===== src/design/exceptionPkg.sv =====
package exceptionPkg;

  // Instruction exception flags caught in E
  // Bit order is SWI, prefetch abort, undefined instruction
  typedef logic [2:0] excFlags;

  // Bit positions inside excFlags
  localparam int flagSwi      = 2;
  localparam int flagPrefetch = 1;
  localparam int flagUndef    = 0;

  // Flush controls ordered D, E, M, W from msb to lsb
  typedef logic [3:0] flushGroup;

  // No stage flushed
  localparam flushGroup flushNone  = 4'b0000;
  // First cycle of a data abort
  localparam flushGroup flushAll   = 4'b1111;
  // Instruction exception seen in E
  localparam flushGroup flushDEM   = 4'b1110;
  // Second cycle of a data abort
  localparam flushGroup flushDMW   = 4'b1011;
  // Hold the bubble behind the faulting or last instruction
  localparam flushGroup flushOnlyE = 4'b0100;
  // Drop the fetched instruction while the vector is taken
  localparam flushGroup flushOnlyD = 4'b1000;

  // Handler FSM states
  // Interrupt states track the last good instruction down the pipe
  typedef enum logic [2:0] {
    ready,
    dataAbort2,
    intE,
    intM,
    intW,
    exceptionM,
    exceptionW
  } handlerState;

endpackage


===== src/design/vectorPkg.sv =====
package vectorPkg;

  // Fetch and decode addresses
  typedef logic [31:0] pcAddr;

  // Exception vector number, fetch address is index times four
  typedef logic [2:0] vectorIndex;

  // Link offset select handed to the PC mux
  typedef logic [1:0] linkSel;

  // Normal flow saves PC of D plus 8
  localparam linkSel linkSelNormal = 2'b00;
  // Aborts and instruction exceptions save PC of D as is
  localparam linkSel linkSelPlus0  = 2'b01;
  // Interrupts save PC of D plus 4
  localparam linkSel linkSelPlus4  = 2'b10;

  // Offsets added to PC of D for each select
  localparam pcAddr linkOffset0 = 32'd0;
  localparam pcAddr linkOffset4 = 32'd4;
  localparam pcAddr linkOffset8 = 32'd8;

  // Vector table
  // Index 5 is the unused address exception slot
  localparam vectorIndex vecReset     = 3'd0;
  localparam vectorIndex vecUndef     = 3'd1;
  localparam vectorIndex vecSwi       = 3'd2;
  localparam vectorIndex vecPrefetch  = 3'd3;
  localparam vectorIndex vecDataAbort = 3'd4;
  localparam vectorIndex vecIrq       = 3'd6;
  localparam vectorIndex vecFiq       = 3'd7;

endpackage


===== src/design/exceptionPipeRegs.sv =====
module exceptionPipeRegs import exceptionPkg::*; (
  input  logic    clk,
  input  logic    reset,
  input  logic    undefinedE,
  input  logic    swiE,
  input  logic    prefetchAbortE,
  input  logic    stallE,
  input  logic    stallM,
  input  logic    stallW,
  input  logic    clearM,
  input  logic    clearW,
  input  logic    irqEnabled,
  input  logic    fiqEnabled,
  input  logic    pcUpdateW,
  output excFlags flagsW,
  output logic    irqEnSync,
  output logic    fiqEnSync,
  output logic    unstallD
);

  excFlags flagsE;
  excFlags flagsM;

  // Pack the E stage flags
  always_comb begin
    flagsE               = '0;
    flagsE[flagSwi]      = swiE;
    flagsE[flagPrefetch] = prefetchAbortE;
    flagsE[flagUndef]    = undefinedE;
  end

  // E to M
  // Cleared when the FSM is busy with an earlier event
  always_ff @(posedge clk) begin
    if (reset) begin
      flagsM <= '0;
    end else if (!stallM) begin
      if (clearM)
        flagsM <= '0;
      else
        flagsM <= flagsE;
    end
  end

  // M to W, only the exception that reached exceptionM survives
  always_ff @(posedge clk) begin
    if (reset) begin
      flagsW <= '0;
    end else if (!stallW) begin
      if (clearW)
        flagsW <= '0;
      else
        flagsW <= flagsM;
    end
  end

  // CPSR enables change on the falling edge, move them to the rising edge
  always_ff @(posedge clk) begin
    if (reset) begin
      irqEnSync <= 1'b0;
      fiqEnSync <= 1'b0;
    end else begin
      irqEnSync <= irqEnabled;
      fiqEnSync <= fiqEnabled;
    end
  end

  // Remember a PC write in W so a branch target can enter D during intM
  always_ff @(posedge clk) begin
    if (reset)
      unstallD <= 1'b0;
    else if (!stallE)
      unstallD <= pcUpdateW;
  end

endmodule


===== src/design/exceptionHandler.sv =====
module exceptionHandler import exceptionPkg::*; (
  input  logic clk,
  input  logic reset,
  input  logic undefinedE,
  input  logic swiE,
  input  logic prefetchAbortE,
  input  logic dataAbort,
  input  logic irq,
  input  logic fiq,
  input  logic irqEnSync,
  input  logic fiqEnSync,
  input  logic stallD,
  input  logic stallE,
  input  logic stallM,
  input  logic stallW,
  input  logic pcWrPendingF,
  input  logic unstallD,
  output logic flushD,
  output logic flushE,
  output logic flushM,
  output logic flushW,
  output logic exceptionStallD,
  output logic interrupting,
  output logic resetMicrop,
  output logic dataAbortCycle2,
  output logic irqAssert,
  output logic fiqAssert,
  output logic clearM,
  output logic clearW
);

  handlerState state;
  handlerState nextState;
  flushGroup   flushes;
  logic        instrException;
  logic        interruptPending;

  // Any exception raised by the instruction now in E
  assign instrException = undefinedE | swiE | prefetchAbortE;

  // Enabled request, an instruction exception in E takes precedence
  assign interruptPending = ((fiq & fiqEnSync) | (irq & irqEnSync)) & ~instrException;

  always_ff @(posedge clk) begin
    if (reset)
      state <= ready;
    else
      state <= nextState;
  end

  // Next state and flush controls
  always_comb begin
    flushes   = flushNone;
    nextState = state;
    case (state)
      ready: begin
        if (dataAbort) begin
          // Caught in M, kill everything younger and the result in W
          flushes   = flushAll;
          nextState = dataAbort2;
        end else if (instrException) begin
          // Caught in E
          // CPSR save waits until the exception reaches W
          flushes = flushDEM;
          if (!stallM)
            nextState = exceptionM;
        end else if (interruptPending) begin
          // Let the last instruction leave D first
          if (!stallD)
            nextState = intE;
        end
      end

      // Second data abort cycle, PC is saved here
      dataAbort2: begin
        flushes = flushDMW;
        if (!stallE)
          nextState = ready;
      end

      // Exception has moved to M
      exceptionM: begin
        flushes = flushOnlyE;
        if (!stallW)
          nextState = exceptionW;
      end

      // Exception in W, vector and link are taken now
      exceptionW: begin
        flushes = flushOnlyD;
        if (!stallE)
          nextState = ready;
      end

      // Last good instruction in E
      // PC writes hold the whole pipe until W so wait them out
      intE: begin
        flushes = flushOnlyE;
        if (!interruptPending)
          nextState = ready;
        else if (!(stallE | pcWrPendingF))
          nextState = intM;
      end

      // Last good instruction in M
      intM: begin
        flushes = flushOnlyE;
        if (!interruptPending)
          nextState = ready;
        else if (!stallM)
          nextState = intW;
      end

      // Last good instruction in W, assert the interrupt
      intW: begin
        flushes = flushOnlyD;
        if (!interruptPending || !stallW)
          nextState = ready;
      end

      default: begin
        flushes   = flushNone;
        nextState = ready;
      end
    endcase
  end

  assign {flushD, flushE, flushM, flushW} = flushes;

  // Something other than normal flow is in progress
  assign interrupting = (state != ready) | instrException;

  assign dataAbortCycle2 = (state == dataAbort2);

  // FIQ wins over IRQ
  assign fiqAssert = (state == intW) & fiq & fiqEnSync;
  assign irqAssert = (state == intW) & irq & irqEnSync & ~fiqAssert;

  // Hold D so its PC survives for the link
  // A pending PC write in intM lets the branch target into D
  assign exceptionStallD = (state == intE) |
                           ((state == intM) & ~unstallD) |
                           (state == exceptionM) |
                           ((state == ready) & (dataAbort | instrException));

  // A data abort also cancels the running micro-op sequence
  assign resetMicrop = dataAbort;

  // Flag pipe clears, M keeps only what enters from ready
  assign clearM = (state != ready);
  assign clearW = (state != exceptionM);

endmodule


===== src/design/exceptionVector.sv =====
module exceptionVector import exceptionPkg::*, vectorPkg::*; (
  input  logic       reset,
  input  excFlags    flagsW,
  input  logic       dataAbortCycle2,
  input  logic       irqAssert,
  input  logic       fiqAssert,
  input  pcAddr      pcD,
  output vectorIndex vectorPc,
  output logic       savePc,
  output linkSel     pcInSel,
  output pcAddr      linkAddr
);

  logic  swiW;
  logic  prefetchW;
  logic  undefW;
  logic  instrExcW;
  pcAddr linkOffset;

  assign swiW      = flagsW[flagSwi];
  assign prefetchW = flagsW[flagPrefetch];
  assign undefW    = flagsW[flagUndef];
  assign instrExcW = swiW | prefetchW | undefW;

  // Any of the seven sources redirects fetch
  assign savePc = reset | dataAbortCycle2 | fiqAssert | irqAssert | instrExcW;

  // Highest priority source picks the vector
  always_comb begin
    if (reset)
      vectorPc = vecReset;
    else if (dataAbortCycle2)
      vectorPc = vecDataAbort;
    else if (fiqAssert)
      vectorPc = vecFiq;
    else if (irqAssert)
      vectorPc = vecIrq;
    else if (prefetchW)
      vectorPc = vecPrefetch;
    else if (undefW)
      vectorPc = vecUndef;
    else if (swiW)
      vectorPc = vecSwi;
    else
      vectorPc = vecReset;
  end

  // Link offset select
  // Interrupts return past the instruction in D, faults retry it
  always_comb begin
    if (irqAssert | fiqAssert)
      pcInSel = linkSelPlus4;
    else if (instrExcW | dataAbortCycle2)
      pcInSel = linkSelPlus0;
    else
      pcInSel = linkSelNormal;
  end

  always_comb begin
    case (pcInSel)
      linkSelPlus4: linkOffset = linkOffset4;
      linkSelPlus0: linkOffset = linkOffset0;
      default:      linkOffset = linkOffset8;
    endcase
  end

  // Address saved into r14 of the exception mode
  assign linkAddr = pcD + linkOffset;

endmodule


===== src/design/exceptionUnit.sv =====
module exceptionUnit import exceptionPkg::*, vectorPkg::*; (
  input  logic       clk,
  input  logic       reset,
  input  logic       undefinedE,
  input  logic       swiE,
  input  logic       prefetchAbortE,
  input  logic       dataAbort,
  input  logic       irq,
  input  logic       fiq,
  input  logic       irqEnabled,
  input  logic       fiqEnabled,
  input  logic       stallD,
  input  logic       stallE,
  input  logic       stallM,
  input  logic       stallW,
  input  logic       pcWrPendingF,
  input  logic       pcUpdateW,
  input  pcAddr      pcD,
  output logic       flushD,
  output logic       flushE,
  output logic       flushM,
  output logic       flushW,
  output logic       exceptionStallD,
  output logic       interrupting,
  output logic       resetMicrop,
  output logic       savePc,
  output vectorIndex vectorPc,
  output pcAddr      linkAddr,
  output linkSel     pcInSel,
  output logic       irqAssert,
  output logic       fiqAssert,
  output logic       dataAbortCycle2,
  output excFlags    flagsW
);

  // Between the flag pipe and the FSM
  logic irqEnSync;
  logic fiqEnSync;
  logic unstallD;
  logic clearM;
  logic clearW;

  // E flags down to W, synced enables and PC write latch
  exceptionPipeRegs pipeRegs (.*);

  // Sequencing of flushes, stalls and interrupt entry
  exceptionHandler handler (.*);

  // Vector index and link address
  exceptionVector vector (.*);

endmodule


===== config.mk =====
export PLATFORM = sky130hd
export DESIGN_NAME = exceptionUnit
export DESIGN_NICKNAME = d
export VERILOG_FILES = /design/src/design/exceptionPkg.sv /design/src/design/vectorPkg.sv /design/src/design/exceptionPipeRegs.sv /design/src/design/exceptionHandler.sv /design/src/design/exceptionVector.sv /design/src/design/exceptionUnit.sv
export SDC_FILE = /design/constraint.sdc
export NUM_CORES = 1
export LEC_CHECK = 0
export ABC_AREA = 1
export BUFFER_PORTS_ARGS = -buffer_cell sky130_fd_sc_hd__buf_2
export CORE_MARGIN = 2
export CORE_UTILIZATION = 47
export CTS_BUF_LIST = sky130_fd_sc_hd__clkbuf_4 sky130_fd_sc_hd__clkbuf_8
export DETAILED_ROUTE_END_ITERATION = 7
export PLACE_DENSITY = 0.92
export SKIP_LAST_GASP = 1
export SYNTH_ARGS = -nofsm -noshare
export SYNTH_HDL_FRONTEND = slang
export SYNTH_HIERARCHICAL = 1
export SYNTH_SLANG_ARGS = --single-unit

===== constraint.sdc =====
create_clock -name clk -period 3.65 [get_ports clk]
set_clock_uncertainty 0.2 [all_clocks]
set_input_delay 0.365 -clock clk [delete_from_list [all_inputs] [get_ports clk]]
set_output_delay 0.365 -clock clk [all_outputs]
set_load 0.02 [all_outputs]

**Yosys cells after proc, flatten, opt, wreduce, memory -nomap -nowiden**

Index checks and enable logic that the tools add are counted.
W data, S select, Z words.

- Word-level logic and storage cells: 91
- Memories: 0
- Latch bits: 0
- Flip-flop bits (word level): 12
- Memory bits (read-only): 0
- Bits of input ports: 48
- Memory bits (writable): 0

- $lt $le $gt $ge: 0
- $add $sub $neg: 1
- Divide/modulo/power cells: 0
- Bitwise gates (word level): 30
- Shift-type cells: 0
- Muxes and demuxes: 28
- Reductions and logical operators: 9
- Multiply operators: 0
- Equality and inequality tests: 17

Operator list:

| cell | count |
|---|---|
| $mux W3 | 20 |
| $add A32 B4 Y32 | 1 |
| $pmux W3 S6 | 1 |
| $or A1 B1 Y1 | 17 |
| $pmux W4 S4 | 1 |
| $and A1 B1 Y1 | 10 |
| $eq A3 B3 Y1 const B | 3 |
| $ne A3 B3 Y1 const B | 3 |
| $mux W4 | 2 |
| $pmux W4 S2 | 1 |
| $reduce_and A8 Y1 | 1 |
| $eq A3 B2 Y1 const B | 2 |
| $mux W2 | 2 |
| $ne A2 B2 Y1 const B | 2 |
| $ne A4 B2 Y1 const B | 1 |
| $ne A4 B3 Y1 const B | 1 |
| $ne A4 B4 Y1 const B | 1 |
| $reduce_or A2 Y1 | 2 |
| $eq A3 B1 Y1 const B | 1 |
| $logic_not A3 Y1 | 1 |
| $not A1 Y1 | 3 |
| $reduce_bool A3 Y1 | 1 |
| $reduce_or A3 Y1 | 1 |
| $eq A2 B1 Y1 const B | 1 |
| 5 further kinds | 6 |

**Depth between registers and ports, before layout**

Gate-level depths: netlist of run 1.

- Word-level depth: 10
- Depth in mapped cells: 16

**Modules after synthesis**

Netlist of run 1, hierarchy kept.

By module, submodules not included:

| module | cells each | area an instance (um^2) | times used |
|---|---|---|---|
| exceptionVector | 204 | 1,029.7 | 1 |
| exceptionHandler | 102 | 505.5 | 1 |
| exceptionPipeRegs | 38 | 305.3 | 1 |

**Least setup slack after synthesis of run 1**

Ideal clock, no wire load.

- Kind: register -> output
- From: register handler.state[0]
- To: output linkAddr[16]
- Data arrival time: 3.089 ns
- Stages on the path, launching flop included: 14
- Data required time: 3.085 ns
- Setup slack: -0.004 ns
- Buffers on the path: 0
- Cells stage by stage: dfxtp_1 -> inv_2 -> nand2_1 -> nor2_1 -> inv_1 -> nor3b_1 -> nor2_1 -> inv_1 -> ha_1 -> fa_1 -> nand3_2 -> nor2_2 -> nand3_2 -> xnor2_1

- Cells in the longest elaborated chain, start to end: 10

Ends and longest elaborated chain:

| what | RTL line | RTL |
|---|---|---|
| start, declared | exceptionHandler.sv:32 | `handlerState state;` |
| start signal, assigned | exceptionHandler.sv:46 | `state <= ready;` |
| start signal, assigned | exceptionHandler.sv:48 | `state <= nextState;` |
| $eq A3 B3 Y1 * | exceptionHandler.sv:136, exceptionHandler.sv:137 |  |
| $and A1 B1 Y1 (2 in series) | exceptionHandler.sv:136 | `assign fiqAssert = (state == intW) & fiq & fiqEnSync;` |
| $not A1 Y1 | exceptionHandler.sv:137 | `assign irqAssert = (state == intW) & irq & irqEnSync & ~fiqAssert;` |
| $and A1 B1 Y1 * | exceptionHandler.sv:137 |  |
| net irqAssert | exceptionUnit.sv:30 | `output logic irqAssert,` |
| $or A1 B1 Y1 * | exceptionVector.sv:51 | `if (irqAssert \| fiqAssert)` |
| $mux W2 * | exceptionVector.sv:51 |  |
| net pcInSel[1] | exceptionUnit.sv:29 | `output linkSel pcInSel,` |
| $eq A2 B1 Y1 / $eq A2 B2 Y1 (equally long branches) | exceptionVector.sv:60 | `case (pcInSel)` |
| $pmux W4 S2 * | exceptionVector.sv:60 |  |
| $add A32 B4 Y32 * | exceptionVector.sv:68 | `assign linkAddr = pcD + linkOffset;` |
| end, declared | exceptionUnit.sv:28 | `output pcAddr linkAddr,` |

The timed path passes the listed nets; every way through them passes the cells marked *.

**Final worst setup path of run 1**

- From: register handler.state[2]
- To: output linkAddr[18]

- Cells in the longest elaborated chain, start to end: 10

Ends and longest elaborated chain:

| what | RTL line |
|---|---|
| $eq A3 B3 Y1 | exceptionHandler.sv:136, exceptionHandler.sv:137 |
| $and A1 B1 Y1 (2 in series) | exceptionHandler.sv:136 |
| $not A1 Y1 | exceptionHandler.sv:137 |
| $and A1 B1 Y1 | exceptionHandler.sv:137 |
| $or A1 B1 Y1 | exceptionVector.sv:51 |
| $mux W2 * | exceptionVector.sv:51 |
| $eq A2 B1 Y1 / $eq A2 B2 Y1 (equally long branches) | exceptionVector.sv:60 |
| $pmux W4 S2 * | exceptionVector.sv:60 |
| $add A32 B4 Y32 * | exceptionVector.sv:68 |

Every way passes the cells marked *; elsewhere a longest branch is shown, timed or not.

==> out/metrics.cfg, run 1 <==
[setup_path]
worstPathCellList = nand2_1 > nor2_2 > inv_1 > nor3b_2 > nor2_1 > inv_2 > ha_2 > fa_2 > nand3_2 > inv_2 > nand2_4 > nor2_2 > xor2_1 > buf_2
cp-end-kind = primary output
slowest_delay_ns = 0.43
crit_slowest_cell = dfxtp_2
worstPathArrival_ns = 2.83
path_max_fanout = 9
required_ns = 3.08
cp-start-kind = register
path_class = register to primary output

[route]
num_vias = 2421
routedWlPerCell_um = 11.8
drt_first_pass_iters = 4
finalWirelength_mm = 5.75
drc_errors = 0
drt-vias-per-instance = 4.99
drtIter0Drc = 212
ant_nets = 0

[timing]
max-slew-margin-rel_pct = 68.7
max_clock_freq_mhz = 295
finalHoldViolations = 0
grt_setup_unrepaired = false
drv_slew = 0
worst_pin_slew_ns = 0.465
setup_viol = 0
setup_tns_ns = 0
period_share_pct = 92.9
period_needed_ns = 3.39

[yosys]
ys_types = 27
syn_area_um2 = 1840
ys_seq_area_share_pct = 13.1
ys_ff_latch = 12
ys_warn_count = 6
synth.avg_cell_area_um2 = 5.35
synthCells = 344
syn-num-nets = 395

[cells_and_area]
multiInputGateArea_um2 = 1450
final_common_cell = nand2_1
layout-drive-gt1-share_pct = 30.9
fillers = 366
diodes = 0
fin_nets = 489
layout_common_cells = 128 x nand2_1, 94 x buf_2, 63 x nor2_1, 33 x inv_1, 17 x nand3_1
seq_area_um2 = 243
final_cell_count_no_fill = 485
syn2layout_area_growth_pct = 31.7

[floorplan]
die_y_um = 66.6
io_pins = 99
start_util_pct = 49.5
core_area_um2 = 3720
die-area_um2 = 4430
die_x_um = 66.6
rows = 22

[placed_design]
gp_congestion = 0.935
dp.cells = 481
hpwl_mm = 4.81
port-buffer-count = 94

[grt]
grt_usage_pct = 25.4
grt_start_max_net_pins = 11
grt_overflow = 0
grt_pass1_wl_mm = 8.85
grt_pass1_vias = 2195
antenna_found_initial = 0

[clock_network]
clk_pin_slew_ns = 0.06
post-cts-setup-buffers = 0
cts-root-buf = clkbuf_8
cts_hold_buf = 0
tritoncts = yes
cts_sinks = 12
worstSkewPairLatency_ns = 0.25
cts.path.max_buffers = 2
htreeDepth = 1
cts-buffers-inserted = 3

[power_and_ir_drop]
p_per_area_nw_per_um2 = 420
peakVddDrop_v = 0.000378
p_leak_nw = 1.32

[outcome]
status = complete, no violations

[hold_path]
hp-class = input port to register

[flow_run]
drv_cap = 0

## worst max-delay path: cells and delay by family (launching register included)
| family | cells | cell delay (ns) |
|---|---|---|
| AND/OR/NAND/NOR | 7 | 0.96 |
| buffers and inverters | 4 | 0.53 |
| adder cells (fa/ha/maj) | 2 | 0.52 |
| flip-flops | 1 | 0.43 |
| XOR/XNOR | 1 | 0.15 |
## state kept, by name, summed over array words and instances (netlist names)
signal / flops
pipeRegs/flagsM: 3
pipeRegs/unstallD: 1
pipeRegs/irqEnSync: 1
pipeRegs/fiqEnSync: 1
pipeRegs/flagsW: 3
handler/state: 3
## layout make-up
cell class	instances	area share, %
repair buffers	94	19.4
flip-flops and latches	12	10.0
inverters	39	6.04
well taps	48	2.48
multi-input cells	288	59.8
clock buffers	4	2.27
## layer usage
metal | track usage [%] | routed length [um] | vias to the layer above
met2 | 44.8 | 2720 | 99
met3 | 5.07 | 502 | 9
li1 | - | - | 1252
met5 | 0 | 0 | -
met4 | 9.69 | 70 | 0
met1 | 30.2 | 2450 | 1061
## metrics by stage
step                util [%]  setup slack, ns  hold WS [ns]  instance area [um^2]  total power, mW
floorplan                  -            0.278         0.223                  1850            0.660
global placement        62.9            0.347         0.235                  2340            0.839
detailed placement      62.9            0.177         0.241                  2340            0.845
CTS                     64.6          0.00907         0.117                  2400             1.00
global route            65.2           0.0275         0.131                  2420             1.09
finish                  65.2            0.259         0.117                  2420             1.02
## power breakdown
group / switching, mW / leakage, nW / internal, mW / total [mW]
sequential: 0.0437 / 0.0996 / 0.158 / 0.201
clock: 0.0553 / 0.0288 / 0.0956 / 0.151
combinational: 0.442 / 1.20 / 0.224 / 0.666
total: 0.541 / 1.32 / 0.477 / 1.02
## kinds of logic after synthesis
logic type / Yosys count / share of synthesized area, %
buf+inv: 44 / 9.99
xor+xnor: 15 / 7.14
simple gates: 253 / 62.6
flops: 12 / 13.1
compound gates: 17 / 4.76
fa+ha+maj: 3 / 2.45
## path summary, 6_finish.rpt
path	start	end	slack (ns)	cells after the start
hold reg to reg	pipeRegs/flagsM[0]$_SDFFE_PP0N_	pipeRegs/flagsM[0]$_SDFFE_PP0N_	0.26	2
hold / removal	irqEnabled	pipeRegs/irqEnSync$_SDFF_PP0_	0.12	3
setup reg to reg	handler/state[1]$_SDFFE_PP0P_	handler/state[0]$_SDFFE_PP0P_	1.75	9
setup / recovery	handler/state[2]$_SDFFE_PP0P_	linkAddr[18]	0.26	14
## cells in the mapped netlist
master	n	area, um^2
nand2_1	128	480
nor2_1	64	240
inv_1	34	128
nand3_1	17	85.1
nand3b_1	13	97.6
dfxtp_1	12	240
a21oi_1	11	55.1
xor2_1	9	78.8
nor2_2	8	50.1
xnor2_1	6	52.6
buf_4	5	37.5
inv_2	5	18.8
o21ai_0	5	25.0
nand3_2	4	40.0
nor3_1	4	20.0
nand2_2	3	18.8
nand2_4	3	33.8
nor2_4	3	33.8
ha_1	2	25.0
fa_1	1	20.0
nand4_1	1	6.26
nor3_2	1	10.0
nor3_4	1	16.3
nor3b_1	1	7.51
nor4_1	1	6.26
o211ai_1	1	7.51
or2_2	1	6.26
## what timing repair did
action,4_1_cts,5_1_grt
endpoints found under the setup margin,8,18
resized for setup,1,8
endpoints found under the hold margin,0,0
Note: power is estimated with default switching activity, not from simulation.
==> run 2: changes to the inputs <==
--- a/config.mk
+++ b/config.mk
@@ -5,13 +5,12 @@
 export SDC_FILE = /design/constraint.sdc
 export NUM_CORES = 1
 export LEC_CHECK = 0
-export ABC_AREA = 1
 export BUFFER_PORTS_ARGS = -buffer_cell sky130_fd_sc_hd__buf_2
 export CORE_MARGIN = 2
-export CORE_UTILIZATION = 47
+export CORE_UTILIZATION = 43
 export CTS_BUF_LIST = sky130_fd_sc_hd__clkbuf_4 sky130_fd_sc_hd__clkbuf_8
 export DETAILED_ROUTE_END_ITERATION = 7
-export PLACE_DENSITY = 0.92
+export PLACE_DENSITY = 0.91
 export SKIP_LAST_GASP = 1
 export SYNTH_ARGS = -nofsm -noshare
 export SYNTH_HDL_FRONTEND = slang
==> out/metrics.cfg, run 2 <==
[outcome]
status = complete, no violations  ; unchanged

[yosys]
synthXorXnorAreaFrac_pct = 16.7  ; was 7.14%
synth_edf_count = 0  ; unchanged
syn-num-nets = 243  ; was 395
synth_top_area_share_pct = 16.3  ; was 26.1%
synth_compound_area_share_pct = 12.4  ; was 4.76%
ys_top_cells_by_count = 24 x xnor2_1, 22 x nor2_1, 20 x nand2_1  ; was 128 x nand2_1, 64 x nor2_1, 34 x inv_1
ys_ff_latch = 12  ; unchanged
syn_area_um2 = 1470  ; was 1840 um^2
synthArstFlopShare_pct = 0  ; unchanged
yosysMostFrequentCell = xnor2_1  ; was nand2_1
synthTopCellsByArea = dfxtp_1 16%, xnor2_1 14%, nor2_1 5.6%  ; was nand2_1 26%, dfxtp_1 13%, nor2_1 13%
synth_mux_area_share_pct = 1.70  ; was 0%
synth_adder_area_share_pct = 3.06  ; was 2.45%
yosys.area_share.simple_pct = 43.7  ; was 62.6%
synth_area_leader_cell = dfxtp_1  ; was nand2_1
ys_types = 45  ; was 27
synth_top_family_by_area = simple AND/OR/NAND/NOR gates  ; unchanged
synthCells = 192  ; was 344
ys_warn_count = 6  ; unchanged
synth_top_flop_cell = dfxtp_1  ; unchanged
synth.avg_cell_area_um2 = 7.66  ; was 5.35 um^2
ys_seq_area_share_pct = 16.3  ; was 13.1%

[timing]
period_share_pct = 96.7  ; was 92.9%
worst_pin_slew_ns = 0.404  ; was 0.465 ns
grt_setup_unrepaired = true  ; was false
whs_ns = 0.101  ; was 0.117 ns
setup_viol = 0  ; unchanged
period_needed_ns = 3.53  ; was 3.39 ns
drv_slew = 0  ; unchanged
finalHoldViolations = 0  ; unchanged
max_clock_freq_mhz = 283  ; was 295 MHz
max-slew-margin-rel_pct = 72.9  ; was 68.7%
setup_tns_ns = 0  ; unchanged

[clock_network]
cts.path.max_buffers = 2  ; unchanged
cts-root-buf = clkbuf_4  ; was clkbuf_8
cts-buffers-inserted = 3  ; unchanged
htreeDepth = 1  ; unchanged
cts_sinks = 12  ; unchanged
worstSkewPairLatency_ns = 0.28  ; was 0.25 ns
tritoncts = yes  ; unchanged
clk_pin_slew_ns = 0.08  ; was 0.06 ns

[power_and_ir_drop]
power.switching_mw = 0.447  ; was 0.541 mW
seqPwrFrac_pct = 20.4  ; was 19.8%
p_int_mw = 0.476  ; was 0.477 mW
p_total_mw = 0.923  ; was 1.02 mW
combinationalPowerShare_pct = 68.1  ; was 65.4%
peakVddDrop_v = 0.000275  ; was 0.000378 V
p_per_area_nw_per_um2 = 442  ; was 420 nW/um^2
swShare_pct = 48.5  ; was 53.1%
p_leak_nw = 0.975  ; was 1.32 nW
pwr-share-clk_pct = 11.5  ; was 14.8%

[placed_design]
hpwl_mm = 3.55  ; was 4.81 mm
port-buffer-count = 94  ; unchanged
dp.cells = 326  ; was 481
gp_congestion = 0.867  ; was 0.935

[floorplan]
rows = 21  ; was 22
die_y_um = 62.5  ; was 66.6 um
die_x_um = 62.5  ; was 66.6 um
core_area_um2 = 3310  ; was 3720 um^2
io_pins = 99  ; unchanged
die-area_um2 = 3900  ; was 4430 um^2
start_util_pct = 44.4  ; was 49.5%

[hold_path]
worstHoldStart = fiqEnabled  ; was irqEnabled
hp-class = input port to register  ; unchanged
whs_path_depth = 2  ; was 3
whs_endpoint = pipeRegs/fiqEnSync$_SDFF_PP0_  ; was pipeRegs/irqEnSync$_SDFF_PP0_

[flow_run]
drv_cap = 0  ; unchanged

[cells_and_area]
diodes = 0  ; unchanged
layout_common_cells = 94 x buf_2, 22 x nor2_1, 20 x nand2_1, 18 x xnor2_1  ; was 128 x nand2_1, 94 x buf_2, 63 x nor2_1, 33 x inv_1, 17 x nand3_1
layout-drive-gt1-share_pct = 47.2  ; was 30.9%
final_common_cell = buf_2  ; was nand2_1
final_util_pct = 63.2  ; was 65.2%
final_cell_count_no_fill = 332  ; was 485
fillers = 309  ; was 366
syn2layout_area_growth_pct = 42.2  ; was 31.7%
reg_top3 = handler/state (3), pipeRegs/flagsM (3), pipeRegs/flagsW (3)  ; unchanged
fin_nets = 338  ; was 489

[setup_path]
worstPathArrival_ns = 2.96  ; was 2.83 ns
reg2reg_slack_ns = 1.67  ; was 1.75 ns
required_ns = 3.08  ; about the same
rr_endpoint = handler/state[0]$_SDFFE_PP0P_  ; unchanged
path_max_fanout = 11  ; was 9
r2r_cells = 6  ; was 9
cp-start-kind = register  ; unchanged
cp-end-kind = primary output  ; unchanged
rr_startpoint = handler/state[2]$_SDFFE_PP0P_  ; was handler/state[1]$_SDFFE_PP0P_
path_class = register to primary output  ; unchanged

[route]
routedWlPerCell_um = 13.1  ; was 11.8 um
ant_nets = 0  ; unchanged
drc_errors = 0  ; unchanged
finalWirelength_mm = 4.36  ; was 5.75 mm
drt-vias-per-instance = 5.24  ; was 4.99
drtIter0Drc = 65  ; was 212
drt_first_pass_iters = 4  ; unchanged
num_vias = 1740  ; was 2421

[grt]
grt_overflow = 0  ; unchanged
grt_start_max_net_pins = 18  ; was 11
antenna_found_initial = 0  ; unchanged
grt_pass1_vias = 1622  ; was 2195
grt_usage_pct = 21.4  ; was 25.4%
grt_pass1_wl_mm = 6.91  ; was 8.85 mm

-- run 2: changes by cell type after synthesis, moves of 6 or more --
cell	change
nor2_2	-8
nor2_1	-42
nand4_1	+9
or3b_1	+6
nor3_1	+8
nand2_1	-108
xnor2_1	+18
nand3_1	-6
inv_1	-29
a21oi_2	+6
nand3b_1	-13
a21oi_1	-10
-- run 2: layout make-up --
cell class	instances	area (um^2)	area share [%]
timing repair buffer	100	515	24.7
multi-input combinational	165	1220	58.3
clock buffer	4	36.3	1.74
tap	46	57.6	2.75
sequential	12	243	11.6
inverter	5	18.8	0.898
-- run 2: layer usage --
metal,up-vias,track usage (%),part of all wire [%]
li1,872,-,-
met1,807,25.0,41
met2,57,39.2,53
met3,4,3.78,5.1
met4,0,6.67,0.71
met5,-,0,0
-- run 2: power groups by stage --
| stage | sequential (mW) | combinational [mW] | clock [mW] |
|---|---|---|---|
| 2_1_floorplan | 0.167 | 0.451 | 0 |
| 3_3_place_gp | 0.187 | 0.596 | 0 |
| 3_5_place_dp | 0.187 | 0.609 | 0 |
| 4_1_cts | 0.187 | 0.614 | 0.109 |
| 5_1_grt | 0.194 | 0.680 | 0.114 |
| 6_report | 0.189 | 0.629 | 0.106 |
-- run 2: worst max-delay path by stage --
stage                                             start            to
final                     handler/state[1]$_SDFFE_PP0P_  linkAddr[20]
after global routing      handler/state[1]$_SDFFE_PP0P_  linkAddr[20]
after CTS                 handler/state[1]$_SDFFE_PP0P_  linkAddr[20]
after detailed placement  handler/state[1]$_SDFFE_PP0P_  linkAddr[16]
after global placement    handler/state[1]$_SDFFE_PP0P_  linkAddr[16]
after floorplan           handler/state[0]$_SDFFE_PP0P_  linkAddr[19]
-- run 2: worst max-delay path, stage by stage, from the launching register on --
cell and delay [ns]:
dfxtp_2 0.43, nand2b_1 0.23, nor2_1 0.10, nor4_2 0.33
nor2b_4 0.23, fa_2 0.26, nand4_1 0.22, nor4_2 0.24
buf_4 0.18, nand4_1 0.14, xnor2_2 0.14, buf_2 0.18
-- run 2: through the flow --
stage          area [um^2]  setup WS (ns)
3_5_place_dp          2000          0.180
4_1_cts               2050         0.0481
2_1_floorplan         1520        0.00391
3_3_place_gp          2000          0.302
5_1_grt               2090        -0.0574
6_report              2090          0.122
-- run 2: cells by family (layout without fill, tap and decap cells) --
logic type	Yosys count	in the layout
xor+xnor	28	28
buf+inv	15	109
compound gates	23	23
mux	2	2
fa+ha+maj	3	3
simple gates	109	109
flops	12	12
-- run 2: what timing repair did --
item,CTS,global route
setup endpoints to repair,12,16
hold buffers,0,0
resized for setup,4,5
gates cloned,0,0
pin swaps,0,1
buffers inserted,0,2
==> run 3: changes to the inputs <==
--- a/config.mk
+++ b/config.mk
@@ -7,12 +7,11 @@
 export LEC_CHECK = 0
 export BUFFER_PORTS_ARGS = -buffer_cell sky130_fd_sc_hd__buf_2
 export CORE_MARGIN = 2
-export CORE_UTILIZATION = 43
+export CORE_UTILIZATION = 42
 export CTS_BUF_LIST = sky130_fd_sc_hd__clkbuf_4 sky130_fd_sc_hd__clkbuf_8
 export DETAILED_ROUTE_END_ITERATION = 7
-export PLACE_DENSITY = 0.91
+export PLACE_DENSITY = 0.92
 export SKIP_LAST_GASP = 1
 export SYNTH_ARGS = -nofsm -noshare
 export SYNTH_HDL_FRONTEND = slang
-export SYNTH_HIERARCHICAL = 1
 export SYNTH_SLANG_ARGS = --single-unit
==> constraint.sdc (replaced) <==
create_clock -name clk -period 3.65 [get_ports clk]
set_clock_uncertainty 0.2 [all_clocks]
set_input_delay 0.1825 -clock clk [delete_from_list [all_inputs] [get_ports clk]]
set_output_delay 0.1825 -clock clk [all_outputs]
set_load 0.02 [all_outputs]
==> out/metrics.cfg, run 3 <==
[cells_and_area]
fin_nets = 336  ; was 338
fillers = 276  ; was 309
seq_area_um2 = 241  ; was 243 um^2
syn2layout_area_growth_pct = 42.9  ; was 42.2%
layout_common_cells = 94 x buf_2, 24 x xnor2_1, 20 x nor2_1, 18 x nand2_1, 13 x nand3_1  ; was 94 x buf_2, 22 x nor2_1, 20 x nand2_1, 18 x xnor2_1
multiInputGateArea_um2 = 1050  ; was 1220 um^2
diodes = 0  ; unchanged
final_common_cell = buf_2  ; unchanged
final_cell_count_no_fill = 328  ; was 332
layout-drive-gt1-share_pct = 36.6  ; was 47.2%
design_area_um2 = 1940  ; was 2090 um^2
reg_top3 = handler.state (3), pipeRegs.flagsM (3), pipeRegs.flagsW (3)  ; was handler/state (3), pipeRegs/flagsM (3), pipeRegs/flagsW (3)

[yosys]
ys_types = 42  ; was 45
syn-num-nets = 239  ; was 243
synth_top_area_share_pct = 17.7  ; was 16.3%
synth_compound_area_share_pct = 17.8  ; was 12.4%
ys_top_cells_by_count = 24 x xnor2_1, 20 x nor2_1, 18 x nand2_1  ; was 24 x xnor2_1, 22 x nor2_1, 20 x nand2_1
synthTopCellsByArea = dfxtp_1 18%, xnor2_1 15%, nor2_1 5.5%  ; was dfxtp_1 16%, xnor2_1 14%, nor2_1 5.6%
synth_edf_count = 0  ; unchanged
synth_top_family_by_area = simple AND/OR/NAND/NOR gates  ; unchanged
synthArstFlopShare_pct = 0  ; unchanged
syn_area_um2 = 1360  ; was 1470 um^2
ys_ff_latch = 12  ; unchanged
ys_warn_count = 0  ; was 6
synth_top_flop_cell = dfxtp_1  ; unchanged
synth_adder_area_share_pct = 3.32  ; was 3.06%
synth.avg_cell_area_um2 = 7.21  ; was 7.66 um^2
yosysMostFrequentCell = xnor2_1  ; unchanged
synthXorXnorAreaFrac_pct = 18.1  ; was 16.7%
synthCells = 188  ; was 192
yosys.area_share.simple_pct = 37.6  ; was 43.7%
synth_area_leader_cell = dfxtp_1  ; unchanged
synth_mux_area_share_pct = 0.738  ; was 1.70%
ys_seq_area_share_pct = 17.7  ; was 16.3%

[timing]
period_needed_ns = 3.23  ; was 3.53 ns
setup_viol = 0  ; unchanged
grt_setup_unrepaired = false  ; was true
drv_slew = 0  ; unchanged
max_clock_freq_mhz = 310  ; was 283 MHz
setup_tns_ns = 0  ; unchanged
finalHoldViolations = 0  ; unchanged
max-slew-margin-rel_pct = 66.2  ; was 72.9%
period_share_pct = 88.4  ; was 96.7%
worst_pin_slew_ns = 0.502  ; was 0.404 ns

[setup_path]
required_ns = 3.27  ; was 3.08 ns
path_max_fanout = 14  ; was 11
slowest_delay_ns = 0.45  ; was 0.43 ns
cpMostUsedCell = nand3_1
path_class = register to primary output  ; unchanged
path_delay_family = simple AND/OR/NAND/NOR gates  ; unchanged
cp_num_buf_inv = 1  ; was 2
cp-end-kind = primary output  ; unchanged
cp-start-kind = register  ; unchanged
worstPathCellList = nor2b_1 > nand3_1 > and3_1 > ha_1 > a21o_1 > nand3_1 > and2b_1 > nand3_1 > xnor2_1 > buf_2  ; was nand2b_1 > nor2_1 > nor4_2 > nor2b_4 > fa_2 > nand4_1 > nor4_2 > buf_4 > nand4_1 > xnor2_2 > buf_2
crit_slowest_cell = dfxtp_1  ; was dfxtp_2
worstPathArrival_ns = 2.84  ; was 2.96 ns

[placed_design]
port-buffer-count = 94  ; unchanged
gp_congestion = 0.829  ; was 0.867
placed_area_um2 = 1840  ; was 2000 um^2
hpwl_mm = 3.39  ; was 3.55 mm
dp.cells = 318  ; was 326

[power_and_ir_drop]
power.switching_mw = 0.318  ; was 0.447 mW
combinationalPowerShare_pct = 57.9  ; was 68.1%
seqPwrFrac_pct = 25.7  ; was 20.4%
p_leak_nw = 0.913  ; was 0.975 nW
swShare_pct = 46.9  ; was 48.5%
p_per_area_nw_per_um2 = 349  ; was 442 nW/um^2
pwr-share-clk_pct = 16.4  ; was 11.5%
p_int_mw = 0.359  ; was 0.476 mW
peakVddDrop_v = 0.000282  ; was 0.000275 V

[floorplan]
io_pins = 99  ; unchanged
die_x_um = 60.8  ; was 62.5 um
rows = 20  ; was 21
die-area_um2 = 3700  ; was 3900 um^2
start_util_pct = 44.4  ; about the same
die_y_um = 60.8  ; was 62.5 um
core_area_um2 = 3050  ; was 3310 um^2

[clock_network]
worstSkewPairLatency_ns = 0.29  ; was 0.28 ns
cts-buffers-inserted = 3  ; unchanged
cts.path.max_buffers = 2  ; unchanged
post-cts-setup-buffers = 0  ; unchanged
tritoncts = yes  ; unchanged
cts-root-buf = clkbuf_4  ; unchanged
htreeDepth = 1  ; unchanged
cts_sinks = 12  ; unchanged
clk_pin_slew_ns = 0.09  ; was 0.08 ns

[flow_run]
drv_cap = 0  ; unchanged

[route]
wl_met3_um = 434  ; was 221 um
finalWirelength_mm = 4.15  ; was 4.36 mm
num_vias = 1745  ; was 1740
drt-vias-per-instance = 5.32  ; was 5.24
drtIter0Drc = 64  ; was 65
met2_length_mm = 2.12  ; was 2.30 mm
highest_layer = met4  ; unchanged
drt_first_pass_iters = 4  ; unchanged
drc_errors = 0  ; unchanged
routedWlPerCell_um = 12.6  ; was 13.1 um
wl_met1_mm = 1.56  ; was 1.80 mm
ant_nets = 0  ; unchanged

[grt]
grt_overflow = 0  ; unchanged
grt_pass1_vias = 1483  ; was 1622
grt_pass1_wl_mm = 5.93  ; was 6.91 mm
antenna_found_initial = 0  ; unchanged
grt_usage_pct = 21.3  ; was 21.4%
grt_start_max_net_pins = 17  ; was 18

[hold_path]
hp-class = input port to register  ; unchanged

[outcome]
status = complete, no violations  ; unchanged

## run 3: cell count changes in the layout (fill, tap and decap cells not counted), sizes merged, moves of 6 or more
cell         previous run  this run
nor3                   13         5
buf                   100        94
dlygate4sd3             0         6
or3b                    6         0
## run 3: cell families (layout without fill, tap and decap cells)
logic type	count (synthesis)	count (layout)
compound gates	33	33
simple gates	97	97
fa+ha+maj	3	3
xor+xnor	28	28
flops	12	12
mux	1	1
buf+inv	14	110
## run 3: what timing repair did
action	4_1_cts	5_1_grt
gates resized for setup	0	1
endpoints found under the hold margin	6	0
endpoints found under the setup margin	0	2
hold buffers	6	0
## run 3: per-layer routing
layer / up-vias / GRT usage, %
met5: - / 0
met3: 4 / 5.33
met4: 0 / 7.76
met1: 777 / 21.3
met2: 95 / 41.6
li1: 869 / -
## run 3: final cells by class
class / instances / share of cell area (%)
clock buffer: 4 / 1.87
inverter: 6 / 1.16
multi-input combinational: 162 / 54.3
sequential: 12 / 12.5
tap: 44 / 2.84
timing repair buffer: 100 / 27.4
## run 3: power by group through the flow
stage,combinational (mW),clock [mW],sequential [mW]
6_report,0.391,0.111,0.174
5_1_grt,0.425,0.118,0.178
4_1_cts,0.391,0.113,0.173
3_5_place_dp,0.385,0,0.176
3_3_place_gp,0.380,0,0.175
2_1_floorplan,0.277,0,0.156
## run 3: tightest hold or removal path: stages
cell and delay, ns:
buf_2 0.13, mux2i_1 0.08, nor2_1 0.08
## run 3: metrics by stage
stage	utilization [%]	power [mW]	hold WS [ns]	setup slack (ns)
after floorplan	-	0.433	0.0541	0.923
after global placement	60.3	0.555	0.165	0.771
after detailed placement	60.3	0.561	0.165	0.623
after CTS	63.4	0.677	0.000364	0.310
after global routing	63.5	0.721	0.0433	0.105
final	63.5	0.676	0.0131	0.423
## run 3: path summary, 6_finish.rpt
path,slack [ns],startpoint,to,depth (start not counted)
worst max-delay path,0.42,handler.state[1]$_SDFFE_PP0P_,linkAddr[27],10
worst min-delay path,0.01,stallE,pipeRegs.unstallD$_SDFFE_PP0N_,3
worst max register to register,1.44,handler.state[1]$_SDFFE_PP0P_,handler.state[0]$_SDFFE_PP0P_,5
worst min register to register,0.32,pipeRegs.unstallD$_SDFFE_PP0N_,pipeRegs.unstallD$_SDFFE_PP0N_,2
